===== src/soc_periph_pkg.sv =====
package soc_periph_pkg;

   localparam int NUM_CORES = 2;

   // Per-core interrupt vector layout
   typedef logic [31:0] irq_vec_t;
   localparam int IRQ_UART_BIT = 2;
   localparam int IRQ_IPI_BIT  = 1;

   //////////////////////////////
   // UART
   //////////////////////////////
   typedef enum logic [2:0] {
      UR_THR = 3'd0,   // Holding register, reads back last byte
      UR_IER = 3'd1,
      UR_IIR = 3'd2,
      UR_LSR = 3'd5
   } uart_reg_e;

   localparam int UART_IER_TX_BIT   = 1;   // Empty interrupt enable
   localparam int UART_LSR_TEMT_BIT = 5;   // Transmitter empty
   localparam int UART_DIVISOR      = 4;   // Clocks per serial bit
   localparam int UART_DIV_W        = $clog2(UART_DIVISOR);
   localparam int UART_FRAME_BITS   = 10;  // Start, 8 data, stop
   localparam int UART_CNT_W        = $clog2(UART_FRAME_BITS + 1);

   //////////////////////////////
   // IPI
   //////////////////////////////
   localparam logic [2:0] IPI_CTRL_OFS = 3'd0;
   localparam logic [2:0] IPI_STAT_OFS = 3'd4;
   localparam int IPI_BLOCK_LSB  = 3;   // 8-byte block per core
   localparam int IPI_CORE_W     = $clog2(NUM_CORES);
   localparam int IPI_FLAG_BIT   = 31;
   localparam int IPI_TARGET_LSB = 16;
   localparam int IPI_DATA_W     = 16;

endpackage


===== src/soc_bus_pkg.sv =====
package soc_bus_pkg;

   //////////////////////////////
   // Bus widths
   //////////////////////////////
   localparam int ADR_W = 32;
   localparam int DAT_W = 32;
   localparam int SEL_W = 4;

   typedef logic [ADR_W-1:0] adr_t;
   typedef logic [DAT_W-1:0] dat_t;
   typedef logic [SEL_W-1:0] sel_t;

   //////////////////////////////
   // Address map
   //////////////////////////////
   localparam int RAM_MATCH_W = 7;
   localparam logic [RAM_MATCH_W-1:0] RAM_MATCH = 7'h00;   // 0x0000_0000 .. 0x01ff_ffff

   localparam int PERIPH_MATCH_W = 16;
   localparam logic [PERIPH_MATCH_W-1:0] UART_MATCH = 16'h9000;
   localparam logic [PERIPH_MATCH_W-1:0] IPI_MATCH  = 16'h9800;

   localparam int RAM_ADR_BITS = 8;   // 256 words

   // Decoded target of a transfer
   typedef enum logic [1:0] {
      SLV_RAM,
      SLV_UART,
      SLV_IPI,
      SLV_NONE
   } slave_e;

   // Transfer sequencer
   typedef enum logic [1:0] {
      ST_IDLE,
      ST_ACCESS,
      ST_RESP
   } bus_state_e;

endpackage

===== src/uart_regs.sv =====
`timescale 1ns/10ps

module uart_regs (
   input  logic                 wb_clk_i,
   input  logic                 reset_i,
   input  logic                 stb_i,
   input  logic                 we_i,
   input  soc_bus_pkg::adr_t    adr_i,
   input  soc_bus_pkg::sel_t    sel_i,
   input  soc_bus_pkg::dat_t    dat_i,
   output soc_bus_pkg::dat_t    dat_o,
   output logic                 uart_tx_o,
   output logic                 uart_irq_o
);

   logic [1:0]                             lane;
   logic [2:0]                             reg_ofs;
   logic [7:0]                             wr_byte;
   logic [7:0]                             rd_byte;
   logic [7:0]                             thr_q;
   logic [7:0]                             ier_q;
   logic                                   pend_q;
   logic [soc_periph_pkg::UART_FRAME_BITS-1:0] shift_q;
   logic [soc_periph_pkg::UART_CNT_W-1:0]  bit_cnt_q;
   logic [soc_periph_pkg::UART_DIV_W-1:0]  div_cnt_q;
   logic                                   busy;
   logic                                   bit_tick;
   logic                                   thr_wr;
   logic                                   ier_wr;
   logic                                   iir_rd;
   logic                                   tx_done;

   //////////////////////////////
   // 32 to 8 bit resize
   //////////////////////////////
   always_comb begin
      lane = 2'd0;
      for (int i = soc_bus_pkg::SEL_W-1; i >= 0; i--) begin
         if (sel_i[i])
            lane = 2'(i);   // Lowest enabled lane wins
      end
   end

   assign reg_ofs = {adr_i[2], lane};
   assign wr_byte = dat_i[8*lane +: 8];

   assign thr_wr = stb_i && we_i && (reg_ofs == soc_periph_pkg::UR_THR);
   assign ier_wr = stb_i && we_i && (reg_ofs == soc_periph_pkg::UR_IER);
   assign iir_rd = stb_i && !we_i && (reg_ofs == soc_periph_pkg::UR_IIR);

   always_comb begin
      rd_byte = 8'h00;
      case (soc_periph_pkg::uart_reg_e'(reg_ofs))
         soc_periph_pkg::UR_THR: rd_byte = thr_q;
         soc_periph_pkg::UR_IER: rd_byte = ier_q;
         soc_periph_pkg::UR_IIR: rd_byte[0] = pend_q;
         soc_periph_pkg::UR_LSR: rd_byte[soc_periph_pkg::UART_LSR_TEMT_BIT] = ~busy;
         default:                rd_byte = 8'h00;
      endcase
   end

   always_ff @(posedge wb_clk_i) begin
      if (thr_wr)
         thr_q <= wr_byte;
      if (stb_i && !we_i)
         dat_o <= {soc_bus_pkg::SEL_W{rd_byte}};   // Byte on every lane
   end

   //////////////////////////////
   // Transmit shifter
   //////////////////////////////
   assign busy     = (bit_cnt_q != '0);
   assign bit_tick = (div_cnt_q == soc_periph_pkg::UART_DIV_W'(soc_periph_pkg::UART_DIVISOR - 1));
   assign tx_done  = busy && bit_tick && (bit_cnt_q == 1) && !thr_wr;

   always_ff @(posedge wb_clk_i) begin
      if (reset_i) begin
         shift_q   <= '1;   // Line idles high
         bit_cnt_q <= '0;
         div_cnt_q <= '0;
         ier_q     <= '0;
         pend_q    <= 1'b0;
      end else begin
         if (thr_wr) begin
            shift_q   <= {1'b1, wr_byte, 1'b0};   // Stop, data LSB first, start
            bit_cnt_q <= soc_periph_pkg::UART_CNT_W'(soc_periph_pkg::UART_FRAME_BITS);
            div_cnt_q <= '0;
         end else if (busy) begin
            if (bit_tick) begin
               shift_q   <= {1'b1, shift_q[soc_periph_pkg::UART_FRAME_BITS-1:1]};
               bit_cnt_q <= bit_cnt_q - 1'b1;
               div_cnt_q <= '0;
            end else begin
               div_cnt_q <= div_cnt_q + 1'b1;
            end
         end
         if (ier_wr)
            ier_q <= wr_byte;
         if (tx_done)
            pend_q <= 1'b1;
         else if (thr_wr || iir_rd)
            pend_q <= 1'b0;   // Cleared by new data or IIR read
      end
   end

   assign uart_tx_o  = shift_q[0];
   assign uart_irq_o = pend_q & ier_q[soc_periph_pkg::UART_IER_TX_BIT];

endmodule


===== config.mk =====
export PLATFORM = sky130hd
export DESIGN_NAME = uart_regs
export DESIGN_NICKNAME = d
export VERILOG_FILES = /design/src/soc_periph_pkg.sv /design/src/soc_bus_pkg.sv /design/src/uart_regs.sv
export SDC_FILE = /design/constraint.sdc
export NUM_CORES = 1
export LEC_CHECK = 0
export BUFFER_PORTS_ARGS = -buffer_cell sky130_fd_sc_hd__buf_4
export CAP_MARGIN = 40
export CELL_PAD_IN_SITES_DETAIL_PLACEMENT = 0
export CELL_PAD_IN_SITES_GLOBAL_PLACEMENT = 2
export CORE_MARGIN = 10
export CORE_UTILIZATION = 29
export DETAILED_ROUTE_END_ITERATION = 10
export HOLD_SLACK_MARGIN = 0.1
export PLACE_DENSITY = 0.86
export REMOVE_ABC_BUFFERS = 1
export SETUP_SLACK_MARGIN = 0.02
export SLEW_MARGIN = 40
export SYNTH_ARGS = -nofsm -noshare
export SYNTH_HDL_FRONTEND = slang
export SYNTH_SLANG_ARGS = --single-unit
export TNS_END_PERCENT = 20

===== constraint.sdc =====
create_clock -name wb_clk_i -period 2.3 [get_ports wb_clk_i]
set_input_delay 0.23 -clock wb_clk_i [delete_from_list [all_inputs] [get_ports wb_clk_i]]
set_output_delay 0.23 -clock wb_clk_i [all_outputs]
set_load 0.02 [all_outputs]

Yosys cells after proc, flatten, opt, wreduce, memory -nomap -nowiden --
Cells that the tools add are included.
Cells by class: $add $sub $neg 2, equality and inequality tests 5, shift-type cells 1, muxes and demuxes 17, bitwise logic cells 2, reductions and logical operators 19
Operators by type and width (count):
- variable part select 32 x 6 -> 8 bit | 1
- 2-to-1 mux 9 bit | 3
- 2-to-1 mux 4 bit | 3
- 2-to-1 mux 2 bit | 5
- logical AND 1 bit | 8
- case mux 4 bit (2 select lines) | 1
- case mux 1 bit (3 select lines) | 2
- nonzero test 2 bit | 3
- equality test 4 x 1 -> 1 bit (second input constant) | 1
- case mux 2 bit (2 select lines) | 1
- AND reduction 2 bit | 2
- nonzero test 4 bit | 1
- subtractor 4 x 1 -> 4 bit (second input constant) | 1
- equality test 3 x 1 -> 1 bit (second input constant) | 1
- equality test 3 x 2 -> 1 bit (second input constant) | 1
- equality test 3 bit (second input constant) | 1
- zero test 3 bit | 1
- adder 2 x 1 -> 2 bit (second input constant) | 1
- equality test 2 bit (second input constant) | 1
- zero test 1 bit | 2
- 2-to-1 mux 1 bit | 2
- OR reduction 2 bit | 1
- bitwise AND 1 bit | 1
- logical OR 1 bit | 1
- NOT 1 bit | 1
Storage, ports and cells: register bits after elaboration 64, input bits 72, output and inout port bits 34, word-level logic and storage cells 54

Logic depth before layout (Yosys ltp) --
Gate-level depths: netlist of the first run.
depth after elaboration 9, gate-level depth with buffers 7, gate-level depth less buffers 6

Least setup slack after synthesis of the first run --
Ideal clock, no wire load.
kind flip-flop to flip-flop, from reg bit_cnt_q[0] (netlist bit), to reg shift_q[1] (netlist bit), setup time 0.132 ns, data arrival time 1.399 ns, required time 2.168 ns, slack 0.769 ns, stages on the path, launching flop included 8, path buffers 1, clock period less this slack 1.531 ns, cells stage by stage dfxtp_1 -> inv_1 -> ha_1 -> nor3b_4 -> nand2b_2 -> buf_6 -> mux2i_1 -> a22oi_1
Between the ends: longest elaborated chain between the ends 3
Ends and longest elaborated chain:
- from (decl) | line uart_regs.sv:24 | logic [soc_periph_pkg::UART_CNT_W-1:0] bit_cnt_q;
- from (signal assigned) | line uart_regs.sv:86 | bit_cnt_q <= soc_periph_pkg::UART_CNT_W'(soc_periph_pkg::UART_FRAME_BITS);
- from (signal assigned) | line uart_regs.sv:91 | bit_cnt_q <= bit_cnt_q - 1'b1;
- nonzero test 4 bit | line uart_regs.sv:72 | assign busy = (bit_cnt_q != '0);
- nonzero test 2 bit (no line)
- AND reduction 2 bit (no line)
- to (signal assigned) | line uart_regs.sv:85 | shift_q <= {1'b1, wr_byte, 1'b0};
- to (signal assigned) | line uart_regs.sv:90 | shift_q <= {1'b1, shift_q[soc_periph_pkg::UART_FRAME_BITS-1:1]};
- to (decl) | line uart_regs.sv:23 | logic [soc_periph_pkg::UART_FRAME_BITS-1:0] shift_q;
Every way passes these cells. A chain may end at the register's enable or synchronous reset.

Final worst setup path of the first run --
from reg bit_cnt_q[0] (netlist bit), to reg bit_cnt_q[1] (netlist bit)
Between the ends: longest elaborated chain between the ends 4, elaborated cells between the ends (all ways) 7, classes of those cells add/sub (1); mux (3); reduce/logical (3)
Ends and longest elaborated chain:
- subtractor 4 x 1 -> 4 bit | line uart_regs.sv:91
- 2-to-1 mux 4 bit | line uart_regs.sv:89 | if (bit_tick) begin
- 2-to-1 mux 4 bit | line uart_regs.sv:88 | end else if (busy) begin
- 2-to-1 mux 4 bit | line uart_regs.sv:84 | if (thr_wr) begin
Several ways; a longest one is shown, not always the timed one. The select of a mux whose other input is x is not followed.

==> out/metrics.csv, run 1 <==
stage;metric;value;unit
finish;fin nets;323;
finish;diode count;0;
timing;Setup WS post-layout;0.5216;ns
clock_tree;cts hold-fix bufs;0;
setup_path;Crit-path slowest cell;dfxtp_1;
clock_tree;CTS tree;done;
setup_path;class of the most critical setup path;register to register;
placement;Placed Instances;340;
yosys;Yosys top cell by area;dfxtp_1;
timing;Slew Limit Headroom;51.23;%
route;WL met1;2360;um
job;Max-Cap Viols;0;
pwr;Net Sw Power;0.3851;mW
route;DR iter-0 viols;61;
route;vias per cell;4.601;
global_routing;vias in the first global route;1679;
yosys;dominant cells by area after synthesis;dfxtp_1, edfxtp_1, buf_4, a22o_1, mux2i_1;
pwr;register share of total power;45.6;%
global_routing;pin count of the biggest net entering global routing;20;
floorplan;die footprint;11170;um2
route;final WL;5278;um
timing;Max Fclk;0.5623;GHz
pwr;Internal;1.318;mW
global_routing;Tot GR Track Use;9.308;%
finish;Layout Cells excl Fill;348;
setup_path;worst stage delay on the critical path;0.36;ns
timing;Tightest Pin Transition;0.7316;ns
yosys;Seq/Total Area, Yosys;45.12;%
yosys;Post-Syn Area;2130;um2
timing;Final Cycle Share;77.32;%
route;routed length on met3;547;um
timing;crit path time final;1.778;ns
route;highest metal used;met4;
finish;Area Growth Syn to Fin;27.14;%
pwr;Pwr per Cell Area;628.9;nW/um2
hold_path;Hold WC Path Type;input pin to register;
clock_tree;clock latency on the worst-skew pair;0.29;ns
clock_tree;buffer count from post-CTS setup fixing;0;
timing;RSZ-0062 raised after global routing;no;
global_routing;antenna violations before repair;0;
pwr;clock power share;39.2;%
yosys;Syn Inst Count;197;
yosys;Distinct cells, synth;41;
yosys;mean post-synth cell area;10.81;um2
clock_tree;number of H-tree levels;2;
setup_path;crit start category;register;
yosys;Yosys top cell area share;22.56;%
status;status;finished, final reports clean;
placement;DP Worst Slack;0.5032;ns
clock_tree;CTS-repair resized insts;0;
pwr;Comb pwr share;15.2;%
floorplan;I/O pins;106;
route;DR DRC count;0;
setup_path;critical path, cell by cell;inv_1 > ha_1 > nor3b_4 > nand2b_2 > or2_2 > a31oi_1;
clock_tree;clock tree buffer depth;2;
floorplan;chip width;105.7;um
setup_path;Worst Path Required;2.52;ns
finish;commonest cells after routing, fill and taps aside;buf_4, dfxtp_1, edfxtp_1;
route;drt first pass iters;4;
pwr;Worst VDD drop;0.0002806;V
pwr;Leak;1.139;nW
timing;Final Hold Fails;0;
finish;layout cell share with drive strength beyond 1;37.35;%
clock_tree;Clock Sinks;40;
yosys;Synth Register Bits;40;
floorplan;Initial Util;29.52;%
global_routing;GRT Residual Overflow;0;
clock_tree;cts bufs inserted;5;
floorplan;Die Y-Extent;105.7;um
global_routing;first-pass GRT wire length;8411;um
route;via count;1601;
yosys;Synth warnings;0;
route;drt wl/cell;15.17;um
placement;gpl congestion;0.7244;
route;routed wl met2;2263;um
setup_path;Worst EP arrival;2.00;ns
timing;endpoints failing setup;0;
clock_tree;Reg clk slew, reported paths;0.07;ns
timing;Final Skew;0.005630;ns
floorplan;CORE AREA;7214;um2
setup_path;Worst Setup End Kind;register;
finish;commonest non-fill, non-tap cell in the layout;buf_4;
floorplan;Row Count;31;
placement;port buffer count;74;
clock_tree;CTS root buffer;clkbuf_8;
setup_path;worst path bufs/invs;1;
setup_path;CP delay by family, top;simple AND/OR/NAND/NOR gates;
timing;Pins Over Slew Limit;0;
pwr;total power;1.703;mW
pwr;Switching Share;22.62;%
route;DRT antenna net count;0;
setup_path;CP max FO;12;
placement;DP HPWL;4257;um
timing;final setup TNS;0;ns
finish;fillers;750;
-- worst paths after layout --
check                                   from            to  slack (ns)  depth (start not counted)
worst max-delay path            bit_cnt_q[0]  bit_cnt_q[1]        0.52                          6
worst max register to register  bit_cnt_q[0]  bit_cnt_q[1]        0.52                          6
worst min register to register      ier_q[0]      ier_q[0]        0.48                          1
worst min-delay path                 reset_i  bit_cnt_q[3]        0.20                          2
-- flip-flops by register name (all words and copies together) (netlist names) --
name       flops
pend_q         1
thr_q          8
bit_cnt_q      4
dat_o          8
shift_q        9
div_cnt_q      2
ier_q          8
-- cells in the mapped netlist --
| master | count |
|---|---|
| ha_1 | 3 |
| nor3b_4 | 2 |
| o211ai_1 | 1 |
| nand4b_1 | 1 |
| nor2_1 | 8 |
| nor3b_1 | 8 |
| o31a_1 | 1 |
| o221a_4 | 1 |
| o21bai_1 | 1 |
| and2_1 | 2 |
| o211ai_2 | 1 |
| nor3_4 | 1 |
| inv_1 | 11 |
| buf_1 | 1 |
| o21ai_1 | 1 |
| xor2_1 | 1 |
| buf_6 | 4 |
| nor2_2 | 1 |
| nor3_1 | 1 |
| a22o_1 | 15 |
| a22oi_1 | 8 |
| nand2b_2 | 1 |
| mux2i_1 | 10 |
| nor4b_1 | 2 |
| nand2_1 | 5 |
| nand3_1 | 1 |
| o221ai_1 | 7 |
| nor2_4 | 2 |
| or2_2 | 1 |
| nor2b_1 | 9 |
| o21ai_0 | 11 |
| a31oi_1 | 1 |
| xnor2_1 | 1 |
| o21a_1 | 1 |
| edfxtp_1 | 16 |
| a21oi_2 | 1 |
| buf_4 | 25 |
| buf_2 | 1 |
| dfxtp_1 | 24 |
| nand2b_1 | 2 |
| a21oi_1 | 3 |
-- power groups by stage --
stage | Clock, mW | Sequential (mW) | Combinational (mW)
finish | 0.668 | 0.776 | 0.258
global route | 0.710 | 0.779 | 0.284
CTS | 0.683 | 0.777 | 0.262
detailed placement | 0 | 0.793 | 0.262
global placement | 0 | 0.792 | 0.258
floorplan | 0 | 0.827 | 0.0846
-- cells by family (layout without fill, tap and decap cells) --
kind of cell,after synthesis,count (layout),synth area share [%]
AO/OA/AOI/OAI,53,53,19.10
AND/OR/NAND/NOR,47,47,15.22
buffers and inverters,42,94,13.28
flip-flops,40,40,45.12
multiplexers,10,10,4.701
adder cells (fa/ha/maj),3,3,1.763
XOR/XNOR,2,2,0.8227
-- metrics by stage --
step / utilization, % / cell area (um2) / hold slack [ns]
global placement: 35.69 / 2575 / 0.4564
finish: 37.53 / 2708 / 0.2038
detailed placement: 35.69 / 2575 / 0.4622
global route: 37.53 / 2708 / 0.2196
floorplan: - / 1888 / 0.2991
CTS: 37.53 / 2708 / 0.2026
-- per-layer routing --
metal / GRT usage [%] / vias to the layer above
li1: - / 801
met1: 10.88 / 734
met5: 0 / -
met3: 4.629 / 5
met4: 4.642 / 0
met2: 13.83 / 61
-- cell type report --
| type | instances | area [um2] | share of cell area [%] |
|---|---|---|---|
| Clock buffer | 6 | 72.57 | 2.680 |
| Clock inverter | 2 | 60.06 | 2.218 |
| Inverter | 11 | 41.29 | 1.525 |
| Multi-Input combinational cell | 115 | 885.9 | 32.72 |
| Sequential cell | 40 | 960.9 | 35.49 |
| Tap cell | 99 | 123.9 | 4.575 |
| Timing Repair Buffer | 75 | 563.0 | 20.79 |
Power figures use the tool's default switching activity.
==> inputs of run 2 (changes only) <==
- CORE_UTILIZATION: 29 -> 24
- PLACE_DENSITY: 0.86 -> 0.76
- clock period: 2.3 -> 1.5 ns (I/O delays scaled with it)
==> run 2 against run 1 <==
  * Clock power grew 56%
  * Power grew 57%
  * Non-clock buffer count grew 26
  * Largest cell class unchanged
  * Global-route usage shrank 0.91 points
  * Count of clock-buffer cells in the layout is the same
  * First-iteration DRC count grew 18%
  * Critical endpoint is now dat_o[29]
==> out/metrics.csv, run 2 (synthesis gave the netlist of run 1 again) <==
stage;metric;value;unit;change
clock_tree;clock tree buffer depth;2;;unchanged
timing;Tightest Pin Transition;0.6887;ns;-0.04296 ns
pwr;Worst VDD drop;0.0004685;V;+67%
clock_tree;clock latency on the worst-skew pair;0.29;ns;about the same
pwr;Pwr per Cell Area;895.0;nW/um2;+42%
pwr;clock power share;38.7;%;-0.5 points
floorplan;die footprint;13040;um2;+17%
setup_path;class of the most critical setup path;register to register;;
clock_tree;number of H-tree levels;2;;unchanged
placement;gpl congestion;0.7127;;-1.6%
route;final WL;5751;um;+9.0%
route;drt first pass iters;4;;unchanged
setup_path;worst stage delay on the critical path;0.35;ns;about the same
timing;Pins Over Slew Limit;0;;unchanged
finish;Top reg by flops;shift_q;;
timing;Slew Limit Headroom;54.09;%;+2.9 points
finish;multi-input combinational cell area;909.6;um2;+2.7%
setup_path;total stage count of the critical path;7;;+1
setup_path;most frequent CP cell;buf_4;;
setup_path;critical path, cell by cell;inv_2 > ha_4 > nor3b_4 > buf_4 > buf_4 > mux2i_1 > o21ai_1;;
setup_path;Crit-path slowest cell;dfxtp_1;;
setup_path;CP max FO;4;;-8
pwr;register share of total power;44.4;%;-1.2 points
clock_tree;CTS tree;done;;
setup_path;crit start category;register;;
timing;Final Hold Fails;0;;unchanged
finish;fillers;894;;+19%
pwr;Internal;2.063;mW;+57%
floorplan;Initial Util;24.54;%;-5.0 points
timing;endpoints failing setup;0;;unchanged
pwr;Net Sw Power;0.6164;mW;+60%
job;Max-Cap Viols;0;;unchanged
placement;port buffer count;74;;unchanged
pwr;Switching Share;23.00;%;+0.39 points
route;DR iter-0 viols;72;;+18%
status;status;finished, final reports clean;;
clock_tree;cts bufs inserted;5;;unchanged
timing;RSZ-0062 raised after global routing;yes;;
global_routing;pin count of the biggest net entering global routing;14;;-30%
global_routing;first-pass GRT wire length;8887;um;+5.7%
floorplan;Row Count;34;;+9.7%
placement;DP Worst Slack;0.005750;ns;-0.4975 ns
setup_path;reg2reg path depth;7;;+1
timing;Final Cycle Share;97.39;%;+20 points
pwr;Comb pwr share;16.9;%;+1.7 points
setup_path;worst path bufs/invs;3;;+2
floorplan;chip width;114.2;um;+8.0%
setup_path;Setup crit end;dat_o[29];;
setup_path;Worst EP arrival;1.49;ns;-0.51 ns
pwr;Leak;1.296;nW;+14%
floorplan;Die Y-Extent;114.2;um;+8.0%
setup_path;Worst Setup End Kind;register;;
route;drt wl/cell;15.02;um;-1.0%
finish;layout cell share with drive strength beyond 1;45.09;%;+7.7 points
clock_tree;Reg clk slew, reported paths;0.08;ns;about the same
placement;DP HPWL;4620;um;+8.5%
global_routing;Tot GR Track Use;8.402;%;-0.91 points
setup_path;worst r2r src;bit_cnt_q[0];;
finish;diode count;0;;unchanged
route;vias per cell;4.405;;-4.3%
floorplan;I/O pins;106;;unchanged
finish;sequential cell area;962.2;um2;+0.13%
setup_path;Worst Path Required;1.53;ns;-0.99 ns
global_routing;antenna violations before repair;0;;unchanged
finish;commonest non-fill, non-tap cell in the layout;buf_4;;
route;DR DRC count;0;;unchanged
timing;Max Fclk;0.6845;GHz;+22%
setup_path;reg-to-reg slack, setup;0.04;ns;-0.48 ns
clock_tree;CTS root buffer;clkbuf_8;;
timing;final hold slack;0.1170;ns;-0.08688 ns
global_routing;GRT Residual Overflow;0;;unchanged
route;DRT antenna net count;0;;unchanged
timing;crit path time final;1.461;ns;-0.3175 ns
finish;max reg flops;9;;unchanged
setup_path;CP delay by family, top;flip-flops;;
timing;Final Skew;0.007249;ns;+0.001619 ns
route;via count;1687;;+5.4%
finish;fin nets;349;;+8.0%
setup_path;reg2reg end;dat_o[29];;
clock_tree;Clock Sinks;40;;unchanged
global_routing;vias in the first global route;1748;;+4.1%
finish;Area Growth Syn to Fin;40.60;%;
floorplan;CORE AREA;8678;um2;+20%
timing;Setup WS post-layout;0.03908;ns;-0.4825 ns
hold_path;Hold WC Path Type;input pin to register;;
finish;commonest cells after routing, fill and taps aside;buf_4, dfxtp_1, edfxtp_1;;
setup_path;Critical Path Start;bit_cnt_q[0];;
[run 2: changes by cell type in the layout (fill, tap and decap cells not counted), moves of 2 or more]
cell    change
inv_2       +2
inv_1       -2
buf_12      +3
buf_4      +22
[run 2: timing repair]
action                     in CTS  in global routing
pin swaps                       0                  2
hold buffers                    0                  0
buffers inserted                0                  3
gates cloned                    0                  1
resized for setup               1                  7
setup endpoints to repair       6                 10
[run 2: worst reg2reg max path: cells and delay by family, from the launching register on]
family / cells / cell delay [ns]
DFF: 1 / 0.35
buffers and inverters: 3 / 0.33
adders and majority gates: 1 / 0.15
and+or+nand+nor: 1 / 0.14
muxes: 1 / 0.13
AOI/OAI and AO/OA: 1 / 0.10
[run 2: final cells by class]
type	instances	share of cell area, %
Clock buffer	6	2.424
Clock inverter	2	2.006
Inverter	11	1.379
Multi-Input combinational cell	115	30.38
Sequential cell	40	32.14
Tap cell	108	4.513
Timing Repair Buffer	101	27.16
[run 2: power groups by stage]
stage | clock network (mW) | registers [mW] | logic, mW
floorplan | 0 | 1.27 | 0.130
global placement | 0 | 1.21 | 0.444
detailed placement | 0 | 1.22 | 0.448
CTS | 1.05 | 1.19 | 0.451
global route | 1.11 | 1.20 | 0.490
finish | 1.04 | 1.19 | 0.452
[run 2: through the flow]
stage                     util (%)  TNS [ns]  instance area (um2)  power (mW)  std cells
final                        34.50         0                 2994       2.680        383
after global routing         34.50  -0.04700                 2994       2.791        383
after CTS                    33.72         0                 2927       2.696        379
after detailed placement     32.14         0                 2789       1.665        371
after global placement       32.14         0                 2789       1.658        371
after floorplan                  -   -0.5718                 1888       1.398        166
[run 2: worst min path at each step]
stage,start,cells after the start,slack (ns),end
after floorplan,reset_i,1,0.22,bit_cnt_q[3]
after CTS,reset_i,2,0.12,bit_cnt_q[3]
after detailed placement,reset_i,2,0.43,bit_cnt_q[3]
final,reset_i,2,0.12,bit_cnt_q[1]
after global placement,reset_i,2,0.42,bit_cnt_q[3]
after global routing,reset_i,2,0.13,bit_cnt_q[3]
[run 2: routing by layer]
metal | GRT usage, % | routed length, um
met4 | 3.258 | 87
met1 | 10.13 | 2598
met5 | 0 | 0
met3 | 4.088 | 591
met2 | 12.57 | 2473
==> inputs of run 3 (changes only) <==
- CORE_UTILIZATION: 24 -> 29
- HOLD_SLACK_MARGIN: 0.1 -> 0.12
- PLACE_DENSITY: 0.76 -> 0.86
- clock period: 1.5 -> 1.8 ns (I/O delays scaled with it)
==> run 3 against run 2 <==
  * Hold slack improved by 0.030 ns
  * Via count decreased by 4.0%
  * Combinational power fell by 24%
  * Setup slack improved by 0.19 ns
  * Sequential cell count stayed put
==> out/metrics.csv, run 3 (synthesis gave the netlist of run 1 again) <==
stage;metric;value;unit;change
timing;Final Hold Fails;0;;unchanged
setup_path;class of the most critical setup path;register to register;;
setup_path;Critical Path Start;bit_cnt_q[0];;
floorplan;Initial Util;29.52;%;+5.0 points
pwr;Net Sw Power;0.5236;mW;-15%
route;DR iter-0 viols;98;;+36%
global_routing;first-pass GRT wire length;8652;um;-2.6%
timing;crit path time final;1.574;ns;+0.1131 ns
placement;port buffer count;74;;unchanged
clock_tree;Clock Sinks;40;;unchanged
clock_tree;CTS root buffer;clkbuf_8;;
timing;Final Cycle Share;87.44;%;-10 points
placement;DP HPWL;4285;um;-7.3%
finish;Final Core Density;37.98;%;+3.5 points
timing;Final Skew;0.007356;ns;+0.0001072 ns
clock_tree;cts hold-fix bufs;0;;unchanged
finish;layout cell share with drive strength beyond 1;39.22;%;-5.9 points
setup_path;Worst Setup End Kind;register;;
pwr;register share of total power;47.7;%;+3.3 points
timing;endpoints failing setup;0;;unchanged
route;via count;1620;;-4.0%
clock_tree;CTS tree;done;;
placement;DP Worst Slack;0.08818;ns;+0.08243 ns
setup_path;reg2reg end;bit_cnt_q[1];;
clock_tree;Reg clk slew, reported paths;0.08;ns;about the same
finish;fin nets;329;;-5.7%
timing;Max Fclk;0.6353;GHz;-7.2%
pwr;Worst VDD drop;0.0002807;V;-40%
placement;Placed Instances;346;;-6.7%
floorplan;I/O pins;106;;unchanged
floorplan;Row Count;31;;-8.8%
finish;Area Growth Syn to Fin;28.67;%;
clock_tree;CTS-repair resized insts;0;;-1
job;Max-Cap Viols;0;;unchanged
pwr;clock power share;35.9;%;-2.8 points
pwr;Pwr per Cell Area;759.0;nW/um2;-15%
setup_path;crit start category;register;;
route;DR DRC count;0;;unchanged
finish;Top reg by flops;shift_q;;
setup_path;Worst EP arrival;1.79;ns;+0.30 ns
clock_tree;cts bufs inserted;5;;unchanged
clock_tree;clock tree buffer depth;2;;unchanged
timing;RSZ-0062 raised after global routing;no;;
setup_path;CP max FO;12;;+8
route;DRT antenna net count;0;;unchanged
clock_tree;number of H-tree levels;2;;unchanged
clock_tree;buffer count from post-CTS setup fixing;0;;unchanged
floorplan;die footprint;11170;um2;-14%
finish;max reg flops;9;;unchanged
status;status;finished, final reports clean;;
global_routing;pin count of the biggest net entering global routing;15;;+1
finish;commonest cells after routing, fill and taps aside;buf_4, dfxtp_1, edfxtp_1;;
timing;Setup WS post-layout;0.2260;ns;+0.1869 ns
timing;Tightest Pin Transition;0.6382;ns;-0.05042 ns
setup_path;Worst Path Required;2.02;ns;+0.49 ns
floorplan;Die Y-Extent;105.7;um;-7.4%
pwr;Internal;1.556;mW;-25%
setup_path;Setup crit end;bit_cnt_q[1];;
global_routing;antenna violations before repair;0;;unchanged
route;drt first pass iters;4;;unchanged
global_routing;vias in the first global route;1726;;-1.3%
finish;Layout Cells excl Fill;354;;-7.6%
pwr;Leak;1.165;nW;-10%
setup_path;reg2reg path depth;6;;-1
timing;Pins Over Slew Limit;0;;unchanged
placement;gpl congestion;0.7294;;+2.3%
setup_path;worst r2r src;bit_cnt_q[0];;
pwr;Switching Share;25.18;%;+2.2 points
global_routing;Tot GR Track Use;9.420;%;+1.0 points
finish;diode count;0;;unchanged
setup_path;reg-to-reg slack, setup;0.23;ns;+0.19 ns
timing;Slew Limit Headroom;57.45;%;+3.4 points
finish;commonest non-fill, non-tap cell in the layout;buf_4;;
pwr;Comb pwr share;16.5;%;-0.4 points
route;drt wl/cell;15.25;um;+1.6%
placement;dpl cell area;2620;um2;-6.1%
finish;Final Cell Area;2740;um2;-8.5%
clock_tree;clock latency on the worst-skew pair;0.30;ns;about the same
floorplan;chip width;105.7;um;-7.4%
route;vias per cell;4.576;;+3.9%
hold_path;Hold WC Path Type;input pin to register;;
timing;final setup TNS;0;ns;unchanged
global_routing;GRT Residual Overflow;0;;unchanged
route;final WL;5398;um;-6.1%
floorplan;CORE AREA;7214;um2;-17%
-- run 3: power by group through the flow --
stage               clock network (mW)  registers (mW)  logic (mW)
finish                           0.746           0.992       0.342
global route                     0.812           0.996       0.374
CTS                              0.766           0.992       0.347
detailed placement                   0            1.01       0.346
global placement                     0            1.01       0.341
floorplan                            0            1.06       0.108
-- run 3: worst min path at each step --
stage,startpoint,end,cells after the start
2_1_floorplan,reset_i,bit_cnt_q[3],1
3_3_place_gp,reset_i,bit_cnt_q[3],2
3_5_place_dp,reset_i,bit_cnt_q[3],2
4_1_cts,reset_i,bit_cnt_q[3],2
5_1_grt,reset_i,bit_cnt_q[3],2
6_report,reset_i,bit_cnt_q[3],2
-- run 3: per-layer routing --
layer  up-vias  global-route usage, %  wire length [um]
met1       727                  11.52              2354
li1        812                      -                 -
met2        76                  13.87              2315
met3         5                  4.750               649
met5         -                      0                 0
met4         0                  3.482                79
-- run 3: worst max-delay path, cell delays in order, from the launching register on --
cell and delay, ns:
dfxtp_1 0.36, inv_1 0.08, ha_1 0.21, nor3b_4 0.15
nand2b_4 0.23, or2_2 0.31, a31oi_1 0.16
-- run 3: through the flow --
stage / power [mW] / hold slack (ns)
floorplan: 1.165 / 0.2491
global placement: 1.353 / 0.4549
detailed placement: 1.359 / 0.4530
CTS: 2.105 / 0.1408
global route: 2.183 / 0.1649
finish: 2.080 / 0.1474
-- run 3: area by class of cell --
class                   count  area (um2)
repair buffers             81       608.1
multi-input cells         115       890.9
inverters                  11       41.29
well taps                  99       123.9
fillers                   752        4474
flip-flops and latches     40       960.9
clock buffers               5       68.82
clock inverters             3       46.29
